<file path="src/xcvr_avmm_pkg.sv">
package xcvr_avmm_pkg;

    // ****************************************
    // User and channel bus types
    // ****************************************
    typedef logic [8:0] addr_t;                 // Register address, 512 bytes per lane
    typedef logic [7:0] data_t;                 // Channel bus is one byte wide

    // Request as seen by the arbiter, the read tracker and the blocks
    typedef struct packed {
        logic  write;                           // Write strobe
        logic  read;                            // Read strobe
        addr_t address;                         // Byte address
        data_t writedata;                       // Write payload
    } avmm_req_t;

    // ****************************************
    // Read latency
    // ****************************************
    typedef logic [2:0] read_cnt_t;

    // Fixed latency of the block bus, in clocks after the first read cycle
    localparam read_cnt_t READ_LATENCY = 3'd3;
    // Held in reset, above READ_LATENCY so waitrequest stays high
    localparam read_cnt_t READ_CNT_RST = 3'd7;

    // ****************************************
    // Arbiter register at address 0
    // ****************************************
    localparam addr_t ARBITER_ADDR = 9'h000;

    localparam int ARB_CTRL_BIT = 0;            // 1 hands the bus to calibration
    localparam int CAL_DONE_BIT = 1;            // Read only, set after first calibration

    // Length of one calibration run
    localparam int CAL_CYCLES = 16;

    // Sequencer run counter, sized from CAL_CYCLES
    typedef logic [$clog2(CAL_CYCLES)-1:0] cal_cnt_t;

    // Last count of a run
    localparam cal_cnt_t CAL_CNT_LAST = cal_cnt_t'(CAL_CYCLES - 1);

endpackage
</file>
<file path="src/xcvr_block_pkg.sv">
package xcvr_block_pkg;

    // ****************************************
    // Configuration block fan-in
    // ****************************************

    // Dense block table for one lane, PMA, PCS and PLL blocks together
    localparam int NUM_BLOCKS = 16;

    // One select bit per block, at most one set at a time
    typedef logic [NUM_BLOCKS-1:0] block_sel_t;

    // Read data of every block, byte k belongs to block k
    typedef xcvr_avmm_pkg::data_t [NUM_BLOCKS-1:0] block_data_t;

    // ****************************************
    // Calibration sequencer
    // ****************************************

    // IDLE      user owns the bus
    // CALIBRATE engine owns the bus, busy high
    // RELEASE   one cycle, bus handed back
    typedef enum logic [1:0] {
        IDLE      = 2'd0,
        CALIBRATE = 2'd1,
        RELEASE   = 2'd2
    } cal_state_t;

endpackage

</file>
<file path="src/xcvr_reconfig_top.sv">
`timescale 1ns/1ps

// Single-lane reconfiguration bridge
// User master -> arbiter gating -> shared channel bus -> blocks
// Block select/readdata -> read tracker -> user
module xcvr_reconfig_top (
    input  logic                        avmm_clk,
    input  logic                        rst_n,          // Synchronous, active low

    // User port
    input  xcvr_avmm_pkg::avmm_req_t    avmm_req,
    output xcvr_avmm_pkg::data_t        avmm_readdata,
    output logic                        avmm_waitrequest,

    // Calibration status
    output logic                        avmm_busy,      // Engine owns the bus
    output logic                        pld_cal_done,   // Sticky done flag

    // Channel bus to the blocks
    output xcvr_avmm_pkg::avmm_req_t    chnl_req,

    // Block returns
    input  xcvr_block_pkg::block_sel_t  block_select,
    input  xcvr_block_pkg::block_data_t block_readdata
);

    logic arb_ctrl;                                     // Arbiter register bit 0
    logic busy_r1;                                      // Busy, one clock late
    logic wait_write;                                   // Write stall during calibration
    logic cal_release;                                  // Clears arb_ctrl

    // ****************************************
    // Arbiter register and channel gating
    // ****************************************
    avmm_arbiter avmm_arbiter_inst (
        .avmm_clk    (avmm_clk),
        .rst_n       (rst_n),
        .avmm_req    (avmm_req),
        .avmm_busy   (avmm_busy),
        .cal_release (cal_release),
        .arb_ctrl    (arb_ctrl),
        .busy_r1     (busy_r1),
        .wait_write  (wait_write),
        .chnl_req    (chnl_req)
    );

    // Stand-in for the calibration engine
    cal_sequencer cal_sequencer_inst (
        .avmm_clk    (avmm_clk),
        .rst_n       (rst_n),
        .arb_ctrl    (arb_ctrl),
        .avmm_busy   (avmm_busy),
        .cal_done    (pld_cal_done),                    // Done flag goes straight out
        .cal_release (cal_release)
    );

    // ****************************************
    // Read latency, data select, waitrequest
    // ****************************************
    avmm_read_tracker avmm_read_tracker_inst (
        .avmm_clk         (avmm_clk),
        .rst_n            (rst_n),
        .avmm_req         (avmm_req),
        .busy_r1          (busy_r1),
        .wait_write       (wait_write),
        .arb_ctrl         (arb_ctrl),
        .cal_done         (pld_cal_done),
        .block_select     (block_select),
        .block_readdata   (block_readdata),
        .avmm_readdata    (avmm_readdata),
        .avmm_waitrequest (avmm_waitrequest)
    );

endmodule

</file>
<file path="src/avmm_read_tracker.sv">
`timescale 1ns/1ps

// Read latency counter, read data select, user waitrequest
module avmm_read_tracker (
    input  logic                        avmm_clk,
    input  logic                        rst_n,
    input  xcvr_avmm_pkg::avmm_req_t    avmm_req,
    input  logic                        busy_r1,          // Busy, one clock late
    input  logic                        wait_write,       // Write stall from the arbiter
    input  logic                        arb_ctrl,         // Arbiter register bit 0
    input  logic                        cal_done,         // Arbiter register bit 1
    input  xcvr_block_pkg::block_sel_t  block_select,
    input  xcvr_block_pkg::block_data_t block_readdata,
    output xcvr_avmm_pkg::data_t        avmm_readdata,
    output logic                        avmm_waitrequest
);

    logic                    read_r;                      // Read, one clock late
    logic                    wait_read;
    logic                    cnt_run;                     // Count in 1..READ_LATENCY
    logic                    cnt_start;                   // Counter may take a new read
    xcvr_avmm_pkg::read_cnt_t read_cnt;
    xcvr_avmm_pkg::data_t    sel_data;                    // Data for the current address

    assign cnt_run   = (read_cnt > 3'd0) && (read_cnt <= xcvr_avmm_pkg::READ_LATENCY);
    // Idle, or the clock a read completes, so held reads go back to back
    assign cnt_start = (read_cnt == 3'd0)
                       || (read_cnt == xcvr_avmm_pkg::READ_LATENCY + 3'd1);

    always_ff @(posedge avmm_clk) begin
        if (!rst_n) begin
            read_r <= 1'b0;
        end else begin
            read_r <= avmm_req.read;
        end
    end

    // ****************************************
    // Read counter
    // ****************************************
    // Reset value keeps waitrequest high, drops to 0 the clock after reset
    // Runs only while busy_r1 is low, otherwise back to 0
    always_ff @(posedge avmm_clk) begin
        if (!rst_n) begin
            read_cnt <= xcvr_avmm_pkg::READ_CNT_RST;
        end else if (!busy_r1 && avmm_req.read && cnt_start) begin
            read_cnt <= 3'd1;                             // New read
        end else if (!busy_r1 && cnt_run) begin
            read_cnt <= read_cnt + 1'b1;
        end else begin
            read_cnt <= 3'd0;
        end
    end

    // Rising read, running count, or reset
    assign wait_read = (avmm_req.read && !read_r)
                       || cnt_run
                       || (read_cnt == xcvr_avmm_pkg::READ_CNT_RST);

    assign avmm_waitrequest = wait_read || wait_write;

    // ****************************************
    // Read data select
    // ****************************************
    always_comb begin
        sel_data = '0;
        if (avmm_req.address == xcvr_avmm_pkg::ARBITER_ADDR) begin
            sel_data[xcvr_avmm_pkg::ARB_CTRL_BIT] = arb_ctrl;
            sel_data[xcvr_avmm_pkg::CAL_DONE_BIT] = cal_done;
        end else begin
            for (int i = 0; i < xcvr_block_pkg::NUM_BLOCKS; i++) begin
                if (block_select[i]) begin
                    sel_data = sel_data | block_readdata[i];  // Zero if none selected
                end
            end
        end
    end

    // Capture as the count passes READ_LATENCY, valid while waitrequest is low
    always_ff @(posedge avmm_clk) begin
        if (!busy_r1 && (read_cnt == xcvr_avmm_pkg::READ_LATENCY)) begin
            avmm_readdata <= sel_data;
        end
    end

endmodule

</file>
<file path="src/cal_sequencer.sv">
`timescale 1ns/1ps

// Calibration engine model
// Takes the bus when arb_ctrl is set, keeps it CAL_CYCLES clocks, then hands it back
module cal_sequencer (
    input  logic avmm_clk,
    input  logic rst_n,
    input  logic arb_ctrl,       // Bus handed over by the user
    output logic avmm_busy,      // High for the whole run
    output logic cal_done,       // Sticky after the first run
    output logic cal_release     // One clock pulse, clears arb_ctrl
);

    xcvr_block_pkg::cal_state_t state;
    xcvr_avmm_pkg::cal_cnt_t    cal_cnt;               // Clocks spent in CALIBRATE

    // ****************************************
    // Sequencer FSM
    // ****************************************
    always_ff @(posedge avmm_clk) begin
        if (!rst_n) begin
            state    <= xcvr_block_pkg::IDLE;
            cal_cnt  <= '0;
            cal_done <= 1'b0;
        end else begin
            case (state)
                xcvr_block_pkg::IDLE: begin
                    if (arb_ctrl) begin                // Request seen, start a run
                        state   <= xcvr_block_pkg::CALIBRATE;
                        cal_cnt <= '0;
                    end
                end
                xcvr_block_pkg::CALIBRATE: begin
                    if (cal_cnt == xcvr_avmm_pkg::CAL_CNT_LAST) begin
                        state    <= xcvr_block_pkg::RELEASE;
                        cal_done <= 1'b1;              // Set as busy drops
                    end else begin
                        cal_cnt <= cal_cnt + 1'b1;
                    end
                end
                xcvr_block_pkg::RELEASE: begin
                    state <= xcvr_block_pkg::IDLE;     // arb_ctrl clears on this edge
                end
                default: begin
                    state <= xcvr_block_pkg::IDLE;
                end
            endcase
        end
    end

    // Outputs decoded straight from state
    assign avmm_busy   = (state == xcvr_block_pkg::CALIBRATE);
    assign cal_release = (state == xcvr_block_pkg::RELEASE);

endmodule

</file>
<file path="src/avmm_arbiter.sv">
`timescale 1ns/1ps

// Arbiter register, busy pipeline, write stall, channel bus gating
module avmm_arbiter (
    input  logic                     avmm_clk,
    input  logic                     rst_n,
    input  xcvr_avmm_pkg::avmm_req_t avmm_req,     // User request held while stalled
    input  logic                     avmm_busy,    // From the calibration engine
    input  logic                     cal_release,  // Engine hands the bus back
    output logic                     arb_ctrl,     // 1 = calibration owns the bus
    output logic                     busy_r1,      // Busy delayed one clock
    output logic                     wait_write,   // Write waitrequest
    output xcvr_avmm_pkg::avmm_req_t chnl_req      // Gated request to the blocks
);

    logic busy_r2;                                 // Busy delayed two clocks
    logic arb_hit;                                 // Request targets the arbiter register
    logic arb_wr;                                  // Accepted write of 1 to bit 0

    assign arb_hit = (avmm_req.address == xcvr_avmm_pkg::ARBITER_ADDR);

    // Write accepted only when not already stalled
    assign arb_wr = avmm_req.write && arb_hit
                    && avmm_req.writedata[xcvr_avmm_pkg::ARB_CTRL_BIT]
                    && !wait_write;

    // ****************************************
    // Arbiter control bit
    // ****************************************
    always_ff @(posedge avmm_clk) begin
        if (!rst_n) begin
            arb_ctrl <= 1'b0;                      // User owns the bus after reset
        end else if (cal_release) begin
            arb_ctrl <= 1'b0;                      // Calibration finished
        end else if (arb_wr) begin
            arb_ctrl <= 1'b1;                      // User gives the bus away
        end
    end

    // Two-stage busy pipeline
    always_ff @(posedge avmm_clk) begin
        busy_r1 <= avmm_busy;
        busy_r2 <= busy_r1;
    end

    // ****************************************
    // Write waitrequest
    // ****************************************
    // Rises the clock after the arbiter write
    // Held across the gap before busy shows up in both stages
    // Then tracks busy_r1, so it falls two clocks after busy
    always_ff @(posedge avmm_clk) begin
        if (!rst_n) begin
            wait_write <= 1'b0;
        end else if (arb_wr) begin
            wait_write <= 1'b1;
        end else if (wait_write && !busy_r1 && !busy_r2) begin
            wait_write <= 1'b1;                    // Engine has not picked up yet
        end else begin
            wait_write <= busy_r1;
        end
    end

    // ****************************************
    // Channel bus
    // ****************************************
    always_comb begin
        chnl_req = avmm_req;                       // Address and data pass straight through
        if (avmm_busy) begin
            chnl_req.write = 1'b0;                 // Engine owns the bus
            chnl_req.read  = 1'b0;
        end
        if (arb_hit) begin
            chnl_req.write = 1'b0;                 // Arbiter register is local
        end
    end

endmodule

</file>
<file path="config.mk">
export PLATFORM = sky130hd
export DESIGN_NAME = xcvr_reconfig_top
export DESIGN_NICKNAME = d
export VERILOG_FILES = /design/src/xcvr_avmm_pkg.sv /design/src/xcvr_block_pkg.sv /design/src/xcvr_reconfig_top.sv /design/src/avmm_read_tracker.sv /design/src/cal_sequencer.sv /design/src/avmm_arbiter.sv
export SDC_FILE = /design/constraint.sdc
export NUM_CORES = 1
export LEC_CHECK = 0
export BUFFER_PORTS_ARGS = -buffer_cell sky130_fd_sc_hd__buf_4
export CORE_MARGIN = 1.5
export CORE_UTILIZATION = 35
export CTS_BUF_LIST = sky130_fd_sc_hd__clkbuf_8 sky130_fd_sc_hd__clkbuf_16
export DETAILED_ROUTE_END_ITERATION = 10
export GPL_TIMING_DRIVEN = 0
export PLACE_DENSITY = 0.81
export REMOVE_ABC_BUFFERS = 1
export SETUP_SLACK_MARGIN = 0.05
export SLEW_MARGIN = 40
export SYNTH_ARGS = -nofsm -noshare
export SYNTH_HDL_FRONTEND = slang
export SYNTH_SLANG_ARGS = --single-unit
</file>
<file path="constraint.sdc">
create_clock -name avmm_clk -period 1.85 [get_ports avmm_clk]
set_input_delay 0.185 -clock avmm_clk [delete_from_list [all_inputs] [get_ports avmm_clk]]
set_output_delay 0.185 -clock avmm_clk [all_outputs]
set_load 0.05 [all_outputs]
</file>
==> impl_results.md, run 1 <==
- Die area: 5660 um^2
- Tmin final: ~1.7 ns
- Worst Skew: approximately 0.0028 ns
- WL/cell: 21.0 um
- Worst R2R Path Depth: 3
- Synthesized cell area: 1830 um^2
- Largest family of logic cells by synthesized area: compound AO/OA/AOI/OAI gates
- Depth of the worst hold-timing path: 2
- Area of the multi-input gates: 1050 um^2
- Max-slew violations: 0
- # H-tree levels: 1
- Adder-Cell Fraction of Synth Area: 0.0342
- Final hold violations: 0
- Comb pwr share: 0.427
- Reg area: 541 um^2
- Hold WC Path Type: primary input to flop
- Setup CP Type: flop to primary output
- Syn. warnings: 0
- Cells after Synth: 201
- Initial Utilization: 0.360
- Clk buf depth: 2
- Yosys reg bits: 23
- Reg2reg end: avmm_read_tracker_inst.avmm_readdata[1]
- Startpoint types: flop
- Power per cell area: 487 nW/um^2
- Number of global-route vias before repair: 2,383
- Post-synthesis mux area share: 0.0123
- Period utilisation layout: 0.919
- Static leakage: about 1.5 nW
- Pin count of the biggest net entering global routing: 14
- Area of placed instances: 3050 um^2
- Critical path required time: 1.66 ns
- Clk sink count: 23
- Xor and xnor area share after synthesis: 0.00479
- Vias/cell: 5.59
- Mean post-synth cell area: just over 9 um^2
- Commonest non-fill, non-tap cell in the layout: buf_4
- R2R Setup Slk: between 0.3 and 0.4 ns
- Antenna violations before repair: 0
- Hold EP: avmm_read_tracker_inst.read_r
- Setup violations, final: 0
- Most frequent cells in the layout: buf_4 (180), a22oi_1 (28), a22o_1 (18)
- N_diodes: 0
- Clk slew on worst S/H paths: 0.08 ns
- VDD IR-drop max: 0.000391 V
- Clk_lat worst skew: 0.27 ns
- Area growth from synthesis to layout: 70.1%
- Num ports: 195
- First-pass iteration count of the detailed router: 4
- Global Route Usage Sum: 0.311
- Port bufs: 180
- Status: finished clean
- Part of the power in the clock network: 0.206
- CP Data Arrival Time: 1.51 ns
- Reg-to-reg critical path startpoint: avmm_read_tracker_inst.read_cnt[0]
- Total core area: 5070 um^2
- CP startpoint: avmm_read_tracker_inst.read_cnt[0]
- Sw Ratio: 0.313
- DR DRC count: 0
- Post-route ant nets: 0
- Crit path max fanout: 4
- RSZ-0062 raised after global routing: true
- Fmax: 588 MHz
- DP HPWL: 7270 um
- Final Cell Area: 3110 um^2
- Fillers: 490
- CTS tree: yes
- Synth Area in Compound Gates: 0.390
- GPL Wtd Cong: 0.894
- Slew headroom: 0.699
- Crit. End Element: primary output
- Num CTS Buffers: 3
- WHS: 0.168 ns
- First-pass GRT wire length: 12,400 um
- Worst Tran Pin Value: 0.447 ns
- CTS root buffer: clkbuf_8
- Sequential share of the synthesized area: 0.296
- Iter 0 DRT Violations: 150
- Switching power: 0.474 mW
- Via count: 2,348
- Row count: 26
- GRT Residual Overflow: 0
- Hold wc startpoint: avmm_req[17]
- Die height: approximately 75 um
- Share of layout cells above drive strength 1: 0.560
- Overall routed net length: 8810 um
- Internal Power: 1.04 mW
- Hold buffers post-CTS: 0
- Number of max-cap violations: 0
- Sequential share of power: 0.367
- Final net count: roughly 520
- Die Wd: 75.2 um
- Yosys cell types: 40
- Simple-gate share of the synthesized area: 0.125
flip-flops by register name (all words and copies together), names as in the netlist:
register                              flops
avmm_read_tracker_inst.read_cnt           3
avmm_arbiter_inst.busy_r2                 1
cal_sequencer_inst.state                  2
cal_sequencer_inst.cal_done               1
avmm_read_tracker_inst.read_r             1
avmm_arbiter_inst.wait_write              1
avmm_read_tracker_inst.avmm_readdata      8
cal_sequencer_inst.cal_cnt                4
avmm_arbiter_inst.busy_r1                 1
avmm_arbiter_inst.arb_ctrl                1
kinds of logic (layout without fill, tap and decap cells):
logic type	Yosys count	after routing
compound gates	86	86
xor+xnor	1	1
fa+ha+maj	5	5
buf+inv	43	192
flops	23	23
mux	2	2
simple gates	41	41
timing repair:
action                                  4_1_cts  5_1_grt
endpoints found under the setup margin        0       10
endpoints found under the hold margin         0        0
buffers inserted                              0        0
gates resized for setup                       0        4
cell type report:
cell class	instances	share of cell area
repair buffers	180	0.435
well taps	70	0.0282
clock inverters	1	0.00161
clock buffers	3	0.0133
flip-flops and latches	23	0.174
multi-input cells	135	0.339
inverters	8	0.00966
worst max-delay path by stage:
stage,end,slack (ns)
after global placement,avmm_arbiter_inst.arb_ctrl,0.11
after global routing,avmm_waitrequest,0.03
after CTS,avmm_waitrequest,0.09
final,avmm_waitrequest,0.15
after floorplan,chnl_req[17],-0.08
after detailed placement,avmm_arbiter_inst.arb_ctrl,0.09
critical path, cell delays in order (launching register included):
cell and delay (ns):
dfxtp_1 0.34, ha_1 0.22, ha_1 0.20, a211oi_1 0.22, nand2_1 0.08, buf_4 0.19
synth_stat cells:
cell type  number  area (um^2)
a211o_1         1         8.76
a211oi_1        1         7.51
a21o_1          1         7.51
a21oi_1         3         15.0
a221oi_1       14          123
a221oi_2        4         60.1
a22o_1         18          158
a22oi_1        28          210
a2bb2oi_1       1         8.76
a32o_1          1         10.0
and2_1          2         12.5
and3_1          1         6.26
and3b_1         1         8.76
and4_1          1         8.76
and4b_1         1         10.0
buf_2          14         70.1
buf_4          17          128
buf_6           1         11.3
clkbuf_1        3         11.3
dfxtp_1        15          300
edfxtp_1        8          240
ha_1            5         62.6
inv_1           8         30.0
mux2_2          2         22.5
nand2_1         3         11.3
nand3_1        16         80.1
nand4_1         2         12.5
nor2_1          4         15.0
nor2b_1         4         25.0
nor3_1          4         20.0
nor4_1          1         6.26
nor4_2          1         12.5
o21a_1          6         45.0
o21ai_0         3         15.0
o221a_2         1         11.3
o22a_1          1         8.76
o2bb2ai_1       1         8.76
o31a_1          1         8.76
o31ai_1         1         7.51
xnor2_1         1         8.76
through the flow:
step           setup TNS, ns  std cells  worst slack, ns  utilization  power (mW)
6_report                   0        420            0.151        0.612        1.51
5_1_grt                    0        420           0.0287        0.612        1.59
4_1_cts                    0        420           0.0949        0.609        1.51
3_5_place_dp               0        416           0.0875        0.600        1.20
3_3_place_gp               0        416            0.105        0.600        1.19
2_1_floorplan         -0.117        166          -0.0801            -       0.769
power groups by stage:
stage	Sequential, mW	Combinational, mW	Clock, mW
floorplan	0.585	0.184	0
detailed placement	0.567	0.635	0
global placement	0.566	0.622	0
finish	0.555	0.646	0.312
global route	0.558	0.695	0.340
CTS	0.555	0.637	0.322
layer usage:
metal / track usage / wire length [um] / vias up
met5: 0 / 0 / -
met4: 0.143 / 318 / 0
met3: 0.150 / 1330 / 24
met2: 0.555 / 4460 / 157
met1: 0.303 / 2700 / 1083
li1: - / - / 1084
Power figures use the tool's default switching activity.
==> inputs of run 2 (changes only) <==
- CORE_UTILIZATION: 35 -> 32
- CTS_CLUSTER_SIZE: not set -> 10
- PLACE_DENSITY: 0.81 -> 0.78
- clock period: 1.85 -> 1.47 ns (I/O delays scaled with it)
==> run 2 against run 1 <==
  * The run now ends with negative setup slack left
  * Via count increased by 4.0%
  * Sequential share of layout area fell by 0.65 points
  * Worst setup slack got worse by 0.18 ns
  * Die area grew 9.0%
  * Sequential power increased by 27%
  * Core utilization down 1.6 points
  * Largest power group unchanged
  * Hold slack lost 0.028 ns
  * Largest cell class unchanged
  * First-iteration DRC count is 7.3% higher
  * Total power is 30% higher
  * Critical path depth is the same
==> impl_results.md, run 2 (synthesis results as in run 1) <==
- GRT Residual Overflow: 0
- Dpl ws: -0.316 ns
- CP Data Arrival Time: 1.35 ns
- Num ports: 195
- R2R Setup Slk: 0.03 ns
- Die Wd: between 70 and 80 um
- Clk sink count: 23
- Die height: 78.6 um
- Total core area: 5510 um^2
- Number of max-cap violations: 0
- # H-tree levels: 1
- RSZ-0062 raised after global routing: true
- Global Route Usage Sum: 0.283
- Commonest non-fill, non-tap cell in the layout: buf_4
- Setup violations, final: 1
- Worst Tran Pin Value: between 0.3 and 0.4 ns
- Final net count: 528
- CTS root buffer: clkbuf_8
- Antenna violations before repair: 0
- Slew headroom: 0.743
- Reg2reg end: avmm_read_tracker_inst.read_cnt[1]
- Most frequent cells in the layout: buf_4 (186), a22oi_1 (28), a22o_1 (18)
- Via count: 2,443
- Max-slew violations: 0
- DP HPWL: 7460 um
- Final hold violations: 0
- CP startpoint: avmm_read_tracker_inst.read_cnt[1]
- N_diodes: 0
- Clk slew on worst S/H paths: 0.08 ns
- Setup CP Type: flop to primary output
- Number of global-route vias before repair: 2,503
- Iter 0 DRT Violations: ~160
- Area growth from synthesis to layout: 79.7%
- Biggest register: avmm_read_tracker_inst.avmm_readdata
- First-pass iteration count of the detailed router: 4
- Post-route ant nets: 0
- DR DRC count: 0
- VDD IR-drop max: just over 0.0007 V
- Clk buf depth: 2
- Status: finished with violations
- Critical path required time: 1.32 ns
- Violated checks: negative setup slack
- Share of layout cells above drive strength 1: 0.608
- Crit path top cell by count: ha_4
- GPL Wtd Cong: 0.913
- Crit. End Element: primary output
- Hold WC Path Type: primary input to flop
- Pin count of the biggest net entering global routing: 13
- End of the critical path: avmm_waitrequest
- Worst path slowest cell: dfxtp_2
- CTS tree: yes
- Port bufs: between 150 and 200
- First-pass GRT wire length: between 10,000 and 15,000 um
- Critical path's largest stage delay: 0.35 ns
- Clk_lat worst skew: 0.26 ns
- Crit path max fanout: 3
- Worst R2R Path Depth: 6
- Core Util, Final: 0.596
- Overall routed net length: 9070 um
- Final WS setup: -0.0261 ns
- CP cell instances: ha_4, ha_4, a211oi_2, nand2_1, buf_6
- Period utilisation layout: 1.02
- Worst Skew: 0.00235 ns
- Max FFs per register: 8
- Tmin final: 1.50 ns
- Largest registers: avmm_read_tracker_inst.avmm_readdata: 8 flops, cal_sequencer_inst.cal_cnt: 4 flops, avmm_read_tracker_inst.read_cnt: 3 flops
- Vias/cell: 5.69
- Die area: 6170 um^2
- Startpoint types: flop
- Power per cell area: 600 nW/um^2
- Static leakage: 1.50 nW
- Fmax: ~670 MHz
- Num CTS Buffers: 3
- Initial Utilization: 0.332
- Reg-to-reg critical path startpoint: avmm_read_tracker_inst.read_cnt[0]
- WL/cell: between 20 and 25 um
- Row count: 27
- Hold buffers post-CTS: 0
==> run 2: changes by cell type in the layout (fill, tap and decap cells not counted), moves of 2 or more <==
cell,before,now
nor2b_2,2,0
dfxtp_2,0,4
buf_4,180,186
dfxtp_1,15,10
ha_4,0,4
ha_1,5,0
nor2b_4,0,2
==> run 2: critical path: cells and delay by family (launching register included) <==
family / cells / cell delay (ns)
AO/OA/AOI/OAI: 1 / 0.14
adder cells (fa/ha/maj): 2 / 0.34
buffers and inverters: 1 / 0.16
flip-flops: 1 / 0.35
AND/OR/NAND/NOR: 1 / 0.10
==> run 2: per-stage QoR <==
| stage | power [mW] | setup TNS, ns | instances | hold slack (ns) | instance area (um^2) |
|---|---|---|---|---|---|
| 3_3_place_gp | 1.50 | -2.75 | 418 | 0.297 | 3050 |
| 2_1_floorplan | 0.968 | -2.19 | 166 | 0.223 | 1610 |
| 5_1_grt | 2.07 | -0.163 | 429 | 0.158 | 3280 |
| 4_1_cts | 1.97 | -0.0158 | 428 | 0.131 | 3240 |
| 6_report | 1.97 | -0.0261 | 429 | 0.141 | 3280 |
| 3_5_place_dp | 1.52 | -3.62 | 418 | 0.297 | 3050 |
==> run 2: area by class of cell <==
cell class / instances / area (um^2)
fill: 516 / 2220
clock buffer: 3 / 41.3
tap: 72 / 90.1
sequential: 23 / 549
multi-input combinational: 135 / 1160
timing repair buffer: 187 / 1410
clock inverter: 1 / 3.75
inverter: 8 / 30.0
==> run 2: worst min path at each step <==
stage | startpoint | end | slack [ns] | cells past startpoint
floorplan | rst_n | avmm_read_tracker_inst.read_cnt[0] | 0.22 | 1
global placement | avmm_req[1] | chnl_req[1] | 0.30 | 0
detailed placement | avmm_req[1] | chnl_req[1] | 0.30 | 0
CTS | avmm_req[17] | avmm_read_tracker_inst.read_r | 0.13 | 2
global route | rst_n | avmm_read_tracker_inst.read_cnt[1] | 0.16 | 2
finish | avmm_req[17] | avmm_read_tracker_inst.read_r | 0.14 | 2
==> run 2: routing by layer <==
metal / track usage / share of wire / up-vias / wire [um]
li1: - / - / 1100 / -
met1: 0.283 / 0.33 / 1140 / 2960
met2: 0.522 / 0.50 / 177 / 4530
met3: 0.110 / 0.13 / 26 / 1220
met4: 0.109 / 0.040 / 0 / 359
met5: 0 / 0 / - / 0
==> run 2: power by group <==
part           switching (mW)  internal, mW
combinational           0.407         0.485
sequential             0.0189         0.684
clock                   0.189         0.186
total                   0.615          1.36
==> run 2: repair_timing <==
item | CTS | global route
resized for setup | 20 | 12
endpoints found under the setup margin | 16 | 16
pin swaps | 6 | 3
buffers inserted | 6 | 1
==> inputs of run 3 (changes only) <==
- SETUP_SLACK_MARGIN: 0.05 -> 0.3
==> run 3 against run 2 <==
  * The run still ends with negative setup slack left
  * Core utilization grew 3.5 points
  * Die area is the same
  * Register-to-register slack is essentially flat
  * Clock-buffer cell count is the same
  * Fmax shrank 0.12%
  * Final area grew 5.8%
  * Critical path type unchanged
  * Largest power group unchanged
==> impl_results.md, run 3 (synthesis results as in run 1) <==
- Status: finished with violations
- Violated checks: negative setup slack
- Total core area: 5510 um^2
- Clk buf depth: 2
- Number of max-cap violations: 0
- Number of global-route vias before repair: 2,562
- Antenna violations before repair: 0
- Die area: 6170 um^2
- Core Util, Final: 0.631
- Setup CP Type: flop to primary output
- Final Non-Filler Cells: 437
- Final Cell Area: about 3500 um^2
- # H-tree levels: 1
- Biggest register: avmm_read_tracker_inst.avmm_readdata
- WL/cell: 21.5 um
- Tmin final: 1.50 ns
- Iter 0 DRT Violations: around 150
- First-pass iteration count of the detailed router: 4
- Area growth from synthesis to layout: 90.1%
- Overall routed net length: 9400 um
- Max-slew violations: 0
- Share of layout cells above drive strength 1: 0.658
- Num ports: 195
- Initial Utilization: 0.332
- Max FFs per register: 8
- Clk_lat worst skew: about 0.26 ns
- Setup TNS: -0.0280 ns
- Clk slew on worst S/H paths: ~0.08 ns
- Vias/cell: 5.75
- Row count: 27
- Crit path max fanout: 3
- Critical path required time: ~1.3 ns
- CP Data Arrival Time: 1.35 ns
- Slew headroom: 0.810
- Dpl ws: -0.316 ns
- Final hold violations: 0
- Startpoint types: flop
- Setup violations, final: 1
- Worst Tran Pin Value: ~0.28 ns
- GPL Wtd Cong: just over 0.9
- Static leakage: 1.57 nW
- DR DRC count: 0
- Worst R2R Path Depth: 6
- Clk sink count: 23
- CP startpoint: avmm_read_tracker_inst.read_cnt[1]
- Pin count of the biggest net entering global routing: 13
- Fmax: around 670 MHz
- Hold WC Path Type: primary input to flop
- Area of placed instances: 3050 um^2
- CTS tree: yes
- Most frequent cells in the layout: buf_4 (185), a22oi_1 (28), a22o_1 (18)
- R2R Setup Slk: ~0.030 ns
- Reg2reg end: avmm_read_tracker_inst.read_cnt[1]
- Via count: 2,513
- Largest registers: avmm_read_tracker_inst.avmm_readdata: 8 flops, cal_sequencer_inst.cal_cnt: 4 flops, avmm_read_tracker_inst.read_cnt: 3 flops
- DP Cell Count: 418
- Final WS setup: -0.0280 ns
- End of the critical path: avmm_waitrequest
- Die Wd: 78.6 um
- Period utilisation layout: 1.02
- Power per cell area: 571 nW/um^2
- Final net count: 536
- N_diodes: 0
- Port bufs: 180
- Reg-to-reg critical path startpoint: avmm_read_tracker_inst.read_cnt[0]
- Commonest non-fill, non-tap cell in the layout: buf_4
- Global Route Usage Sum: 0.292
- Die height: 78.6 um
- GRT Residual Overflow: 0
- VDD IR-drop max: 0.000712 V
- CTS root buffer: clkbuf_8
- Crit. End Element: primary output
- Worst Skew: ~0.0029 ns
- Num CTS Buffers: 3
- DP HPWL: 7460 um
- RSZ-0062 raised after global routing: true
- First-pass GRT wire length: 13,400 um
- Post-route ant nets: 0
==> run 3: per-stage QoR <==
stage / hold slack, ns / power (mW)
after CTS: 0.131 / 1.97
final: 0.137 / 1.98
after global placement: 0.297 / 1.50
after floorplan: 0.223 / 0.968
after global routing: 0.165 / 2.08
after detailed placement: 0.297 / 1.52
==> run 3: critical path: stages, from the launching register on <==
cell and delay, ns:
dfxtp_2 0.35, ha_4 0.18, ha_4 0.16, a211oi_2 0.14, nand2_1 0.10, buf_6 0.16
==> run 3: how the worst min path moves through the flow <==
| stage | start | endpoint | slack (ns) | cells after the start |
|---|---|---|---|---|
| after global placement | avmm_req[1] | chnl_req[1] | 0.30 | 0 |
| after detailed placement | avmm_req[1] | chnl_req[1] | 0.30 | 0 |
| final | avmm_req[17] | avmm_read_tracker_inst.read_r | 0.14 | 2 |
| after floorplan | rst_n | avmm_read_tracker_inst.read_cnt[0] | 0.22 | 1 |
| after CTS | avmm_req[17] | avmm_read_tracker_inst.read_r | 0.13 | 2 |
| after global routing | avmm_req[17] | avmm_read_tracker_inst.read_r | 0.16 | 2 |
==> run 3: final cells by class <==
type                       instances  area [um^2]
inverter                           8         30.0
tap                               72         90.1
multi-input combinational        135         1240
fill                             480         2030
sequential                        23          558
timing repair buffer             195         1510
clock inverter                     1         3.75
clock buffer                       3         41.3
==> run 3: layer usage <==
layer / global-route usage / share of wire
met3: 0.112 / 0.13
met1: 0.293 / 0.33
met4: 0.116 / 0.038
met5: 0 / 0
met2: 0.537 / 0.51
==> run 3: timing repair <==
item,4_1_cts,5_1_grt
buffers inserted,11,4
hold buffers,0,0
gates resized for setup,43,21
endpoints found under the setup margin,32,22
pin swaps,13,9
==> run 3: where the power goes <==
part	leakage, nW	total (mW)	internal [mW]	switching, mW
clock network	0.0269	0.377	0.186	0.191
logic	1.36	0.906	0.492	0.414
registers	0.185	0.701	0.682	0.0190
